--- src/program.hex ---
// one 12-bit instruction per line: opcode nibble, then the 8-bit operand
100
200
005
201
300

--- src/design/tama_pkg.sv ---
package tama_pkg;

  // ----------------------------------------
  // data widths
  // ----------------------------------------

  typedef logic [3:0]  nibble_t;
  typedef logic [11:0] instr_t;
  typedef logic [7:0]  pc_t;
  typedef logic [7:0]  lcd_addr_t;
  typedef logic [23:0] rgb_t;
  typedef logic [9:0]  div_cnt_t;
  typedef logic [5:0]  scan_pos_t;

  // top nibble of an instruction word, anything not listed runs as a no-op
  typedef enum logic [3:0] {
    op_ldi  = 4'd0,
    op_in   = 4'd1,
    op_st   = 4'd2,
    op_jmp  = 4'd3,
    op_addi = 4'd4
  } opcode_t;

  // ----------------------------------------
  // clock enable divider
  // ----------------------------------------

  localparam div_cnt_t div_reload = 10'd100;
  localparam div_cnt_t div_half   = 10'd50;

  // ----------------------------------------
  // video timing and colours
  // ----------------------------------------

  localparam scan_pos_t h_total     = 6'd40;
  localparam scan_pos_t h_active    = 6'd32;
  localparam scan_pos_t hsync_start = 6'd34;
  localparam scan_pos_t hsync_end   = 6'd37;

  localparam scan_pos_t v_total     = 6'd36;
  localparam scan_pos_t v_active    = 6'd32;
  localparam scan_pos_t vsync_start = 6'd33;
  localparam scan_pos_t vsync_end   = 6'd34;

  localparam rgb_t color_on    = 24'h202020;
  localparam rgb_t color_off   = 24'hb0c0a0;
  localparam rgb_t color_black = 24'h000000;

endpackage
--- src/design/tama_top.sv ---
module tama_top import tama_pkg::*; (
  input  logic clk,
  input  logic rst,

  input  logic left_button,
  input  logic middle_button,
  input  logic right_button,

  output logic tick_2x,

  output logic hsync,
  output logic vsync,
  output logic de,
  output rgb_t rgb
);

  logic      en_base;

  pc_t       rom_addr;
  instr_t    rom_data;

  logic      lcd_we;
  lcd_addr_t lcd_waddr;
  nibble_t   lcd_wdata;
  lcd_addr_t lcd_raddr;
  nibble_t   lcd_rdata;

  // the double-rate enable is also the tick brought out of the chip
  clock_enables enables (
    .clk     (clk),
    .rst     (rst),
    .en_base (en_base),
    .en_2x   (tick_2x)
  );

  program_rom rom (
    .clk      (clk),
    .rom_addr (rom_addr),
    .rom_data (rom_data)
  );

  mcu_core core (
    .clk           (clk),
    .rst           (rst),
    .en_base       (en_base),
    .en_2x         (tick_2x),
    .left_button   (left_button),
    .middle_button (middle_button),
    .right_button  (right_button),
    .rom_addr      (rom_addr),
    .rom_data      (rom_data),
    .lcd_we        (lcd_we),
    .lcd_waddr     (lcd_waddr),
    .lcd_wdata     (lcd_wdata)
  );

  lcd_ram segments (
    .clk       (clk),
    .lcd_we    (lcd_we),
    .lcd_waddr (lcd_waddr),
    .lcd_wdata (lcd_wdata),
    .lcd_raddr (lcd_raddr),
    .lcd_rdata (lcd_rdata)
  );

  lcd_scan scan (
    .clk       (clk),
    .rst       (rst),
    .lcd_raddr (lcd_raddr),
    .lcd_rdata (lcd_rdata),
    .hsync     (hsync),
    .vsync     (vsync),
    .de        (de),
    .rgb       (rgb)
  );

endmodule

--- src/design/lcd_scan.sv ---
module lcd_scan import tama_pkg::*; (
  input  logic      clk,
  input  logic      rst,

  output lcd_addr_t lcd_raddr,
  input  nibble_t   lcd_rdata,

  output logic      hsync,
  output logic      vsync,
  output logic      de,
  output rgb_t      rgb
);

  scan_pos_t  h;
  scan_pos_t  v;

  logic [1:0] s1_bit;
  logic       s1_active;
  logic       s1_hsync;
  logic       s1_vsync;

  logic       pixel_on;

  // ----------------------------------------
  // raster counters
  // ----------------------------------------

  always_ff @(posedge clk) begin
    if (rst) begin
      h <= '0;
      v <= '0;
    end else if (h == h_total - 6'd1) begin
      h <= '0;
      if (v == v_total - 6'd1) begin
        v <= '0;
      end else begin
        v <= v + 6'd1;
      end
    end else begin
      h <= h + 6'd1;
    end
  end

  // eight cells per row, each cell covering four pixels
  assign lcd_raddr = {v[4:0], h[4:2]};

  // ----------------------------------------
  // stage 1, waiting for the memory read
  // ----------------------------------------

  always_ff @(posedge clk) begin
    if (rst) begin
      s1_bit    <= '0;
      s1_active <= 1'b0;
      s1_hsync  <= 1'b0;
      s1_vsync  <= 1'b0;
    end else begin
      s1_bit    <= h[1:0];
      s1_active <= (h < h_active) && (v < v_active);
      s1_hsync  <= (h >= hsync_start) && (h <= hsync_end);
      s1_vsync  <= (v >= vsync_start) && (v <= vsync_end);
    end
  end

  // ----------------------------------------
  // stage 2, pixel colour
  // ----------------------------------------

  // bit 3 is the leftmost pixel of a cell
  assign pixel_on = lcd_rdata[2'd3 - s1_bit];

  always_ff @(posedge clk) begin
    if (rst) begin
      hsync <= 1'b0;
      vsync <= 1'b0;
      de    <= 1'b0;
      rgb   <= color_black;
    end else begin
      hsync <= s1_hsync;
      vsync <= s1_vsync;
      de    <= s1_active;
      if (!s1_active) begin
        rgb <= color_black;
      end else if (pixel_on) begin
        rgb <= color_on;
      end else begin
        rgb <= color_off;
      end
    end
  end

endmodule

--- src/design/lcd_ram.sv ---
module lcd_ram import tama_pkg::*; (
  input  logic      clk,

  input  logic      lcd_we,
  input  lcd_addr_t lcd_waddr,
  input  nibble_t   lcd_wdata,

  input  lcd_addr_t lcd_raddr,
  output nibble_t   lcd_rdata
);

  nibble_t mem [256];

  // all segments start cleared at power-up
  initial begin
    for (int i = 0; i < 256; i++) begin
      mem[i] = '0;
    end
  end

  always_ff @(posedge clk) begin
    if (lcd_we) begin
      mem[lcd_waddr] <= lcd_wdata;
    end
  end

  always_ff @(posedge clk) begin
    lcd_rdata <= mem[lcd_raddr];
  end

endmodule

--- src/design/mcu_core.sv ---
module mcu_core import tama_pkg::*; (
  input  logic      clk,
  input  logic      rst,

  input  logic      en_base,
  input  logic      en_2x,

  input  logic      left_button,
  input  logic      middle_button,
  input  logic      right_button,

  output pc_t       rom_addr,
  input  instr_t    rom_data,

  output logic      lcd_we,
  output lcd_addr_t lcd_waddr,
  output nibble_t   lcd_wdata
);

  pc_t        pc;
  nibble_t    acc;
  instr_t     instr;
  logic       fetch_pending;

  nibble_t    button_port;
  opcode_t    opcode;
  logic [7:0] operand;
  nibble_t    imm;

  // the pins idle high, so a pressed button reads as a 1 here
  assign button_port = {1'b0, ~left_button, ~middle_button, ~right_button};

  // ----------------------------------------
  // fetch
  // ----------------------------------------

  // the rom sees pc all the time, the half tick decides when the word is taken
  assign rom_addr = pc;

  always_ff @(posedge clk) begin
    if (rst) begin
      fetch_pending <= 1'b0;
    end else begin
      fetch_pending <= en_2x & ~en_base;
    end
  end

  // rom data arrives one clock after the half tick
  always_ff @(posedge clk) begin
    if (fetch_pending) begin
      instr <= rom_data;
    end
  end

  // ----------------------------------------
  // decode and execute
  // ----------------------------------------

  assign opcode  = opcode_t'(instr[11:8]);
  assign operand = instr[7:0];
  assign imm     = operand[3:0];

  always_ff @(posedge clk) begin
    if (rst) begin
      pc  <= '0;
      acc <= '0;
    end else if (en_base) begin
      pc <= pc + 8'd1;

      case (opcode)
        op_ldi: begin
          acc <= imm;
        end
        op_in: begin
          acc <= button_port;
        end
        op_jmp: begin
          pc <= operand;
        end
        op_addi: begin
          acc <= acc + imm;
        end
        // op_st only drives the lcd write port below
        default: begin
        end
      endcase
    end
  end

  // the store is issued on the base tick itself and lands in the memory on that edge
  assign lcd_we    = en_base && (opcode == op_st);
  assign lcd_waddr = operand;
  assign lcd_wdata = acc;

endmodule

--- src/design/program_rom.sv ---
module program_rom import tama_pkg::*; (
  input  logic   clk,
  input  pc_t    rom_addr,
  output instr_t rom_data
);

  instr_t mem [256];

  initial begin
    $readmemh("/design/src/program.hex", mem);
  end

  // one word per clock, valid the cycle after the address
  always_ff @(posedge clk) begin
    rom_data <= mem[rom_addr];
  end

endmodule

--- src/design/clock_enables.sv ---
module clock_enables import tama_pkg::*; (
  input  logic clk,
  input  logic rst,
  output logic en_base,
  output logic en_2x
);

  div_cnt_t cnt;

  // the counter runs down from div_reload, so one base period is div_reload + 1 clocks
  // and the half tap splits it into 50 and 51
  always_ff @(posedge clk) begin
    if (rst) begin
      cnt     <= div_reload;
      en_base <= 1'b0;
      en_2x   <= 1'b0;
    end else begin
      en_base <= 1'b0;
      en_2x   <= 1'b0;
      cnt     <= cnt - 10'd1;

      if (cnt == '0) begin
        cnt     <= div_reload;
        en_base <= 1'b1;
        en_2x   <= 1'b1;
      end else if (cnt == div_half) begin
        en_2x <= 1'b1;
      end
    end
  end

endmodule

--- config.mk ---
export PLATFORM = sky130hd
export DESIGN_NAME = tama_top
export DESIGN_NICKNAME = d
export VERILOG_FILES = /design/src/design/tama_pkg.sv /design/src/design/tama_top.sv /design/src/design/lcd_scan.sv /design/src/design/lcd_ram.sv /design/src/design/mcu_core.sv /design/src/design/program_rom.sv /design/src/design/clock_enables.sv
export SDC_FILE = /design/constraint.sdc
export NUM_CORES = 1
export LEC_CHECK = 0
export ABC_AREA = 0
export BUFFER_PORTS_ARGS = -buffer_cell sky130_fd_sc_hd__buf_2
export CORE_MARGIN = 1.5
export CORE_UTILIZATION = 50
export DETAILED_ROUTE_END_ITERATION = 8
export PLACE_DENSITY = 0.74
export SETUP_SLACK_MARGIN = 0.3
export SLEW_MARGIN = 20
export SYNTH_ARGS = -nofsm -noshare
export SYNTH_HDL_FRONTEND = slang
export SYNTH_SLANG_ARGS = --single-unit
--- constraint.sdc ---
create_clock -name clk -period 4.8 [get_ports clk]
set_input_delay 0.96 -clock clk [delete_from_list [all_inputs] [get_ports clk]]
set_output_delay 0.96 -clock clk [all_outputs]
set_load 0.05 [all_outputs]
## Yosys cells after proc, flatten, opt, wreduce, memory -nomap -nowiden

Memory sizes are Yosys's and may differ from the RTL's. A register that Yosys moved wholly into a read port is not among the register bits.
Cells that the tools add are included.

- Register bits after elaboration: 85
- Bits in latches: 0
- Bits in writable memories: 1024
- ROM bits: 0
- Bits of input ports: 5
- Output and inout port bits: 28
- Logic and storage cells: 63
- Memories: 1

Memories:

| name | words | width | read ports | clocked after Yosys merged registers in | wr ports | RTL line | source |
|---|---|---|---|---|---|---|---|
| segments.mem | 256 | 4 | 1 | 1 | 1 | lcd_ram.sv:12 | `nibble_t mem [256];` |

- Add/subtract/negate cells: 5
- Multipliers: 0
- Divide/modulo/power cells: 0
- Order comparisons: 7
- Eq/ne operators: 6
- Shift-type cells: 0
- Mux-type cells: 10
- Bitwise gates (word level): 6
- Reduce and logical (&&, ||, !) cells: 11

Operators by type and width:

| operator | count |
|---|---|
| 24-bit 2-to-1 mux | 1 |
| 6-bit by 1-bit adder with 6-bit output, second input constant | 2 |
| 6-bit == test, second input constant | 2 |
| 6-bit greater-or-equal comparator, second input constant | 2 |
| 6-bit less-or-equal comparator, second input constant | 2 |
| 6-bit < comparator, second input constant | 2 |
| 4-bit one-hot mux with 3 select lines | 1 |
| 10-bit by 6-bit == test with 1-bit output, second input constant | 1 |
| 10-bit logical NOT | 1 |
| 10-bit by 1-bit subtractor with 10-bit output, second input constant | 1 |
| 1-bit 2-to-1 mux | 6 |
| 6-bit 2-to-1 mux | 1 |
| 2-bit OR reduction | 3 |
| 1-bit NOT | 5 |
| 4-bit adder | 1 |
| 4-bit by 1-bit == test with 1-bit output, second input constant | 1 |
| 4-bit by 2-bit == test with 1-bit output, second input constant | 1 |
| 4-bit by 3-bit == test with 1-bit output, second input constant | 1 |
| 1-bit logical AND | 4 |
| 4-bit logical NOT | 1 |
| 2-bit by 3-bit < comparator with 1-bit output, second input constant | 1 |
| 3-bit nonzero test | 1 |
| 1-bit binary-select mux with 2-bit select | 1 |
| 2-bit AND reduction | 1 |
| 2 further kinds | 2 |

## Longest topological paths before layout

Gate-level depths: netlist (run 1).

- Depth after elaboration: 4
- Mapped depth: 5
- Depth with buffers taken out: 5

## Hierarchy

Synthesis (run 1) repeated with hierarchy kept, for this count alone.

- Cell total of the unflattened synthesis: 2389
- Area, all modules: 43872.1 µm²

Modules (own cells, without submodules):

| module | instances | cells an instance | area an instance (µm²) |
|---|---|---|---|
| lcd_ram | 1 | 2051 | 40675.3 |
| mcu_core | 1 | 135 | 1366.3 |
| lcd_scan | 1 | 130 | 1183.6 |
| clock_enables | 1 | 60 | 553.0 |
| program_rom | 1 | 13 | 93.8 |

## Worst setup path after synthesis (run 1)

OpenSTA, ideal clock, no wires.

- Path type: register to output
- Start: register scan.rgb[21] (netlist name)
- End: output rgb[14]
- Data arrival time: 993 ps
- Required time: 3840 ps
- Setup slack: 2847 ps
- Cell stages (with the launch flop): 2
- Buffers on the path: 1
- Path through: dfxtp_1 -> buf_4

RTL lines:

| element | RTL line | source |
|---|---|---|
| end: declaration | tama_top.sv:14 | `output rgb_t rgb` |

==> results_dict.tcl, run 1 <==
set metrics [dict create \
    grt_pass1_wl_um 3884 \
    met3_usage 0.04018 \
    switching_share 0.3259 \
    drt-pass1-iter-count 7 \
    seqCellArea_um2 600.6 \
    wl_per_cell_um 11.34 \
    combPwrFrac 0.174 \
    hold_viol 0 \
    worst_pin_slew_ps 530.0 \
    fin_crit_sh 0.4106 \
    die-area_um2 3354 \
    fin_tns_setup_ps 0 \
    multi_input_area_um2 744.5 \
    nets 192 \
    synth_edf_count 0 \
    synthTopCellsByCount "30 x dfxtp_1, 23 x buf_4, 13 x nor2_1, 11 x a21oi_1" \
    endpoint_kind "output port" \
    internal_power_uw 331.8 \
    grt-busiest-layer "met2" \
    post-route-min-period_ps 1971 \
    crit_path_start_kind "flop" \
    io_buffers 12 \
    dp_slack_ps 2845 \
    io_pins 33 \
    finClkSkew_ps 7.363 \
    crit_end "rgb[15]" \
    antenna_found_initial 0 \
    numCtsBuffers 5 \
    grtUsageTotal 0.1513 \
    syn_area_per_cell_um2 8.921 \
    synth-main-ff-cell "dfxtp_1" \
    met1_usage 0.1975 \
    rows 19 \
    fp.dieH_um 57.91 \
    critPathKind "reg2out" \
    drv_slew 0 \
    cts-hold-fix-buffers 0 \
    hpwlAfterDp_um 1718 \
    synth_area_um2 1508 \
    synth_most_common_cell "dfxtp_1" \
    slew_headroom 0.6459 \
    cts_tree "done" \
    yosysTopAreaCellShare 0.3983 \
    finalPower_uw 492.2 \
    power_density_nw_per_um2 322.7 \
    postRouteAntennaNets 0 \
    r2r_start "scan.v[2]" \
    setup_viol 0 \
    critPathArrivalTime_ps 1010 \
    hold_class "reg2reg" \
    rsz0062_at_grt "no" \
    crit_chain "buf_2" \
    grtUsageMet2 0.2289 \
    clkPwrFrac 0.275 \
    ys_ff_latch 30 \
    drt_wl_total_um 2358 \
    crit_family "flip-flops" \
    start_util 0.5375 \
    postSynthCellCount 169 \
    vias 1104 \
    ys_warn_count 0 \
    async_flop_share 0 \
    ys_types 38 \
    synthTopCellsByArea "dfxtp_1 40%, buf_4 11%, ha_1 8.3%" \
    slowest_stage "dfxtp_1" \
    ff2ff_setup_slack_ps 3120 \
    ff2ff_path_depth 3 \
    leakage_nw 0.6212 \
    clk_path_buf_depth 2 \
    fmax_ghz 0.5073 \
    ctsHtreeMaxLevel 2 \
    drive_above_1_share 0.1412 \
    viasPerCell 5.308 \
    clk_pin_slew_ps 90 \
    crit_fanout 7 \
    violations "design-rule violations" \
    cts_resized 0 \
    worst-path-stages 1 \
    grt_overflow 0 \
    timing.rr.end "scan.v[3]" \
    vdd_drop_max_v 0.0001604 \
    yosysSeqAreaShare 0.3983 \
    synth_area_leader_cell "dfxtp_1" \
    syn2layout_area_growth_pct 1.162 \
    outcome "finished with violations" \
    gp_congestion 0.8568 \
    switching_power_uw 160.4 \
    maxCapViolCount 0 \
    worst_slack_ps 2829 \
    numClockSinks 30 \
    nFillCells 268 \
    grt_max_degree 15 \
    p_seq_frac 0.551 \
    fp.dieW_um 57.91 \
    startpoint "scan.rgb[21]" \
    grt_pass1_vias 930 \
    drc_errors 2 \
    coreArea_um2 2805 \
    insertion_delay_ps 320 \
    critical-path-max-stage-delay_ps 400 \
    diodes 0 \
    drtIter0Drc 39 \
    worstPathRequired_ps 3840 \
    post_cts_buffers 0 \
    cp_num_buf_inv 1 \
    cts-root-buf "clkbuf_4" \
]
## worst register-to-register path: stages (launching register included)
cell     delay, ps
dfxtp_1        340
or4b_2         700
o31ai_2        430
a21oi_1         90
## cell families after synthesis
group / share of synthesized area
AND/OR/NAND/NOR: 0.2141
buffers and inverters: 0.1477
AO/OA/AOI/OAI: 0.1187
flip-flops: 0.3983
adder cells (fa/ha/maj): 0.08299
XOR/XNOR: 0.02905
other: 0.002487
multiplexers: 0.006639
## per-stage QoR
| stage | area [µm²] | util | hold slack, ps | std cells |
|---|---|---|---|---|
| after global routing | 1525 | 0.5437 | 465.7 | 208 |
| after floorplan | 1568 | - | 413.8 | 185 |
| after global placement | 1478 | 0.5268 | 420.4 | 201 |
| after detailed placement | 1478 | 0.5268 | 425.9 | 201 |
| after CTS | 1525 | 0.5437 | 458.8 | 208 |
| final | 1525 | 0.5437 | 455.1 | 208 |
## cells in the final DEF, fill, tap and decap left out, types with 2 or more instances in the layout
cell / Yosys / layout
inv_1: 9 / 9
nand4_1: 2 / 2
o21ai_0: 10 / 10
nand3_1: 5 / 5
ha_1: 10 / 10
xor2_1: 2 / 2
nand2_1: 5 / 5
buf_2: 0 / 12
o31ai_1: 3 / 3
conb_1: 1 / 17
nor3_1: 4 / 4
or4_1: 3 / 3
dfxtp_1: 30 / 30
clkinv_2: 0 / 2
nor2_1: 13 / 13
a21oi_1: 11 / 11
clkbuf_4: 0 / 5
nor3b_1: 3 / 3
or3_1: 5 / 5
or3b_1: 2 / 2
nor2b_1: 4 / 4
xnor2_1: 3 / 3
or2_2: 2 / 2
## power groups by stage
stage	Combinational, mW	Clock (mW)	Sequential [mW]
2_1_floorplan	0.0878	0	0.277
3_3_place_gp	0.0837	0	0.276
3_5_place_dp	0.0852	0	0.277
4_1_cts	0.0853	0.140	0.271
5_1_grt	0.0920	0.150	0.274
6_report	0.0855	0.136	0.271
## state kept, by name, summed over array words and instances, names as in the netlist
| signal | count |
|---|---|
| enables.cnt | 10 |
| scan.h | 6 |
| scan.v | 6 |
| enables.en_2x | 1 |
| scan.de | 1 |
| scan.hsync | 1 |
| scan.rgb | 1 |
| scan.s1_active | 1 |
| scan.s1_hsync | 1 |
| scan.s1_vsync | 1 |
| scan.vsync | 1 |
## worst min path at each step
stage | startpoint | end | slack [ps] | cells past startpoint
after global placement | scan.s1_vsync | scan.vsync | 420 | 1
after global routing | scan.s1_hsync | scan.hsync | 470 | 1
final | scan.s1_hsync | scan.hsync | 460 | 1
after detailed placement | scan.s1_hsync | scan.hsync | 430 | 1
after floorplan | scan.s1_hsync | scan.hsync | 410 | 1
after CTS | scan.s1_hsync | scan.hsync | 460 | 1
## metal layers
layer	vias up	wire (µm)	share of wire
li1	561	-	-
met1	503	1146	0.49
met2	35	1035	0.44
met3	5	130	0.055
met4	0	45	0.019
met5	-	0	0
## area by class of cell
type,count,share of cell area
Sequential cell,30,0.3938
Clock buffer,5,0.02461
Clock inverter,2,0.006563
Timing Repair Buffer,12,0.03938
Multi-Input combinational cell,119,0.4881
Tap cell,31,0.02543
Inverter,9,0.02215
No activity file was read; power rests on OpenSTA's default activity.
==> run 2, diff against run 1 <==
==> constraint.sdc (replaced) <==
create_clock -name clk -period 1.9 [get_ports clk]
set_input_delay 0.38 -clock clk [delete_from_list [all_inputs] [get_ports clk]]
set_output_delay 0.38 -clock clk [all_outputs]
set_load 0.05 [all_outputs]
==> results_dict.tcl, run 2 (synthesized netlist as in run 1, its figures left out) <==
set metrics [dict create \
    top_regs "enables.cnt x10, scan.h x6, scan.v x6" \
    hpwlAfterDp_um 1819 \
    vdd_drop_max_v 0.0005642 \
    finClkSkew_ps 10.87 \
    grt_max_degree 15 \
    drc_errors 0 \
    wirelength_met1_um 1142 \
    critPathKind "reg2reg" \
    fp.dieW_um 57.91 \
    coreArea_um2 2805 \
    final_common_cell "dfxtp_1" \
    drt-pass1-iter-count 6 \
    die-area_um2 3354 \
    start_util 0.5375 \
    fin_tns_setup_ps 0 \
    ctsHtreeMaxLevel 2 \
    final_cell_mix "25 x dfxtp_1, 17 x conb_1, 13 x nor2_1" \
    critPathArrivalTime_ps 1810 \
    cts_tree "done" \
    drv_slew 0 \
    fin_cells 210 \
    slowest_stage "dfxtp_2" \
    numClockSinks 30 \
    nFillCells 246 \
    post-route-min-period_ps 1593 \
    maxCapViolCount 0 \
    fmax_ghz 0.6277 \
    syn2layout_area_growth_pct 7.469 \
    antenna_found_initial 0 \
    nets 194 \
    hold_viol 0 \
    vias 1118 \
    grt_pass1_vias 1011 \
    insertion_delay_ps 320 \
    diodes 0 \
    clk_pin_slew_ps 90 \
    top_register "enables.cnt" \
    postRouteAntennaNets 0 \
    drive_above_1_share 0.2011 \
    wl_met3_um 134 \
    drt_wl_total_um 2580 \
    fp.dieH_um 57.91 \
    power_density_nw_per_um2 885.2 \
    grt_overflow 0 \
    dp_cells 202 \
    fin_crit_sh 0.8384 \
    largest_register_ffs 10 \
    hold_class "in2reg" \
    ff2ff_setup_slack_ps 310 \
    grtUsageTotal 0.1678 \
    outcome "finished clean" \
    leakage_nw 0.6515 \
    clk_path_buf_depth 2 \
    critical-path-max-stage-delay_ps 360 \
    grt_pass1_wl_um 4305 \
    rsz0062_at_grt "yes" \
    io_buffers 12 \
    drtIter0Drc 30 \
    crit_fanout 7 \
    wl_met2_um 1249 \
    endpoint_kind "flop" \
    hold_slack_ps 403.4 \
    numCtsBuffers 5 \
    finalInstanceArea_um2 1620 \
    cts-root-buf "clkbuf_4" \
    wl_per_cell_um 12.29 \
    io_pins 33 \
    viasPerCell 5.324 \
    crit_chain "inv_1 > ha_1 > nor3b_2 > a31o_4 > or3b_1" \
    place_area_um2 1485 \
    rows 19 \
    top_layer "met4" \
    worstPathRequired_ps 2120 \
    crit_path_start_kind "flop" \
    gp_congestion 0.8392 \
    setup_viol 0 \
]
[run 2: cell count changes in the layout (fill, tap and decap cells not counted), moves of 2 or more]
cell,delta
dfxtp_1,-5
dfxtp_2,+5
buf_4,+2
clkinv_2,-2
[run 2: worst paths after layout]
kind | startpoint | end | depth (start not counted)
setup / recovery | enables.cnt[0] | enables.cnt[5] | 5
hold / removal | rst | scan.vsync | 2
setup reg to reg | enables.cnt[0] | enables.cnt[5] | 5
hold reg to reg | enables.cnt[0] | enables.cnt[0] | 1
[run 2: what timing repair did]
| action | in CTS | in global routing |
|---|---|---|
| endpoints found under the setup margin | 8 | 12 |
| resized for setup | 7 | 6 |
| buffers inserted | 0 | 1 |
| hold buffers | 0 | 0 |
| cloned | 0 | 0 |
| pin swaps | 2 | 2 |
[run 2: layout make-up]
type / count / area [µm²] / share of cell area
tap: 31 / 38.79 / 0.02394
inverter: 9 / 33.78 / 0.02085
clock inverter: 1 / 30.03 / 0.01853
clock buffer: 6 / 51.30 / 0.03166
multi-input combinational: 119 / 784.5 / 0.4842
timing repair buffer: 14 / 75.07 / 0.04633
sequential: 30 / 606.8 / 0.3745
[run 2: critical path: cells and delay by family, from the launching register on]
| family | cells | cell delay (ps) |
|---|---|---|
| AND/OR/NAND/NOR | 2 | 570 |
| flip-flops | 1 | 360 |
| AO/OA/AOI/OAI | 1 | 260 |
| adder cells (fa/ha/maj) | 1 | 240 |
| buffers and inverters | 1 | 60 |
[run 2: stage by stage]
| step | worst slack [ps] | util | total power [mW] |
|---|---|---|---|
| after floorplan | 342.6 | - | 0.9206 |
| after global placement | 265.2 | 0.5294 | 0.9103 |
| after detailed placement | 204.3 | 0.5294 | 0.9175 |
| after CTS | 307.7 | 0.5669 | 1.438 |
| after global routing | 229.6 | 0.5776 | 1.500 |
| final | 307.0 | 0.5776 | 1.434 |
[run 2: layer usage]
metal  global-route usage  vias to the layer above
li1                     -                      568
met1               0.1967                      507
met4              0.08970                        0
met3              0.04688                        7
met5                    0                        -
met2               0.2776                       36
[run 2: power breakdown]
part           total, mW  internal (mW)  switching, mW
Combinational      0.228         0.0575          0.170
Clock              0.515          0.306          0.209
Sequential         0.692          0.657         0.0348
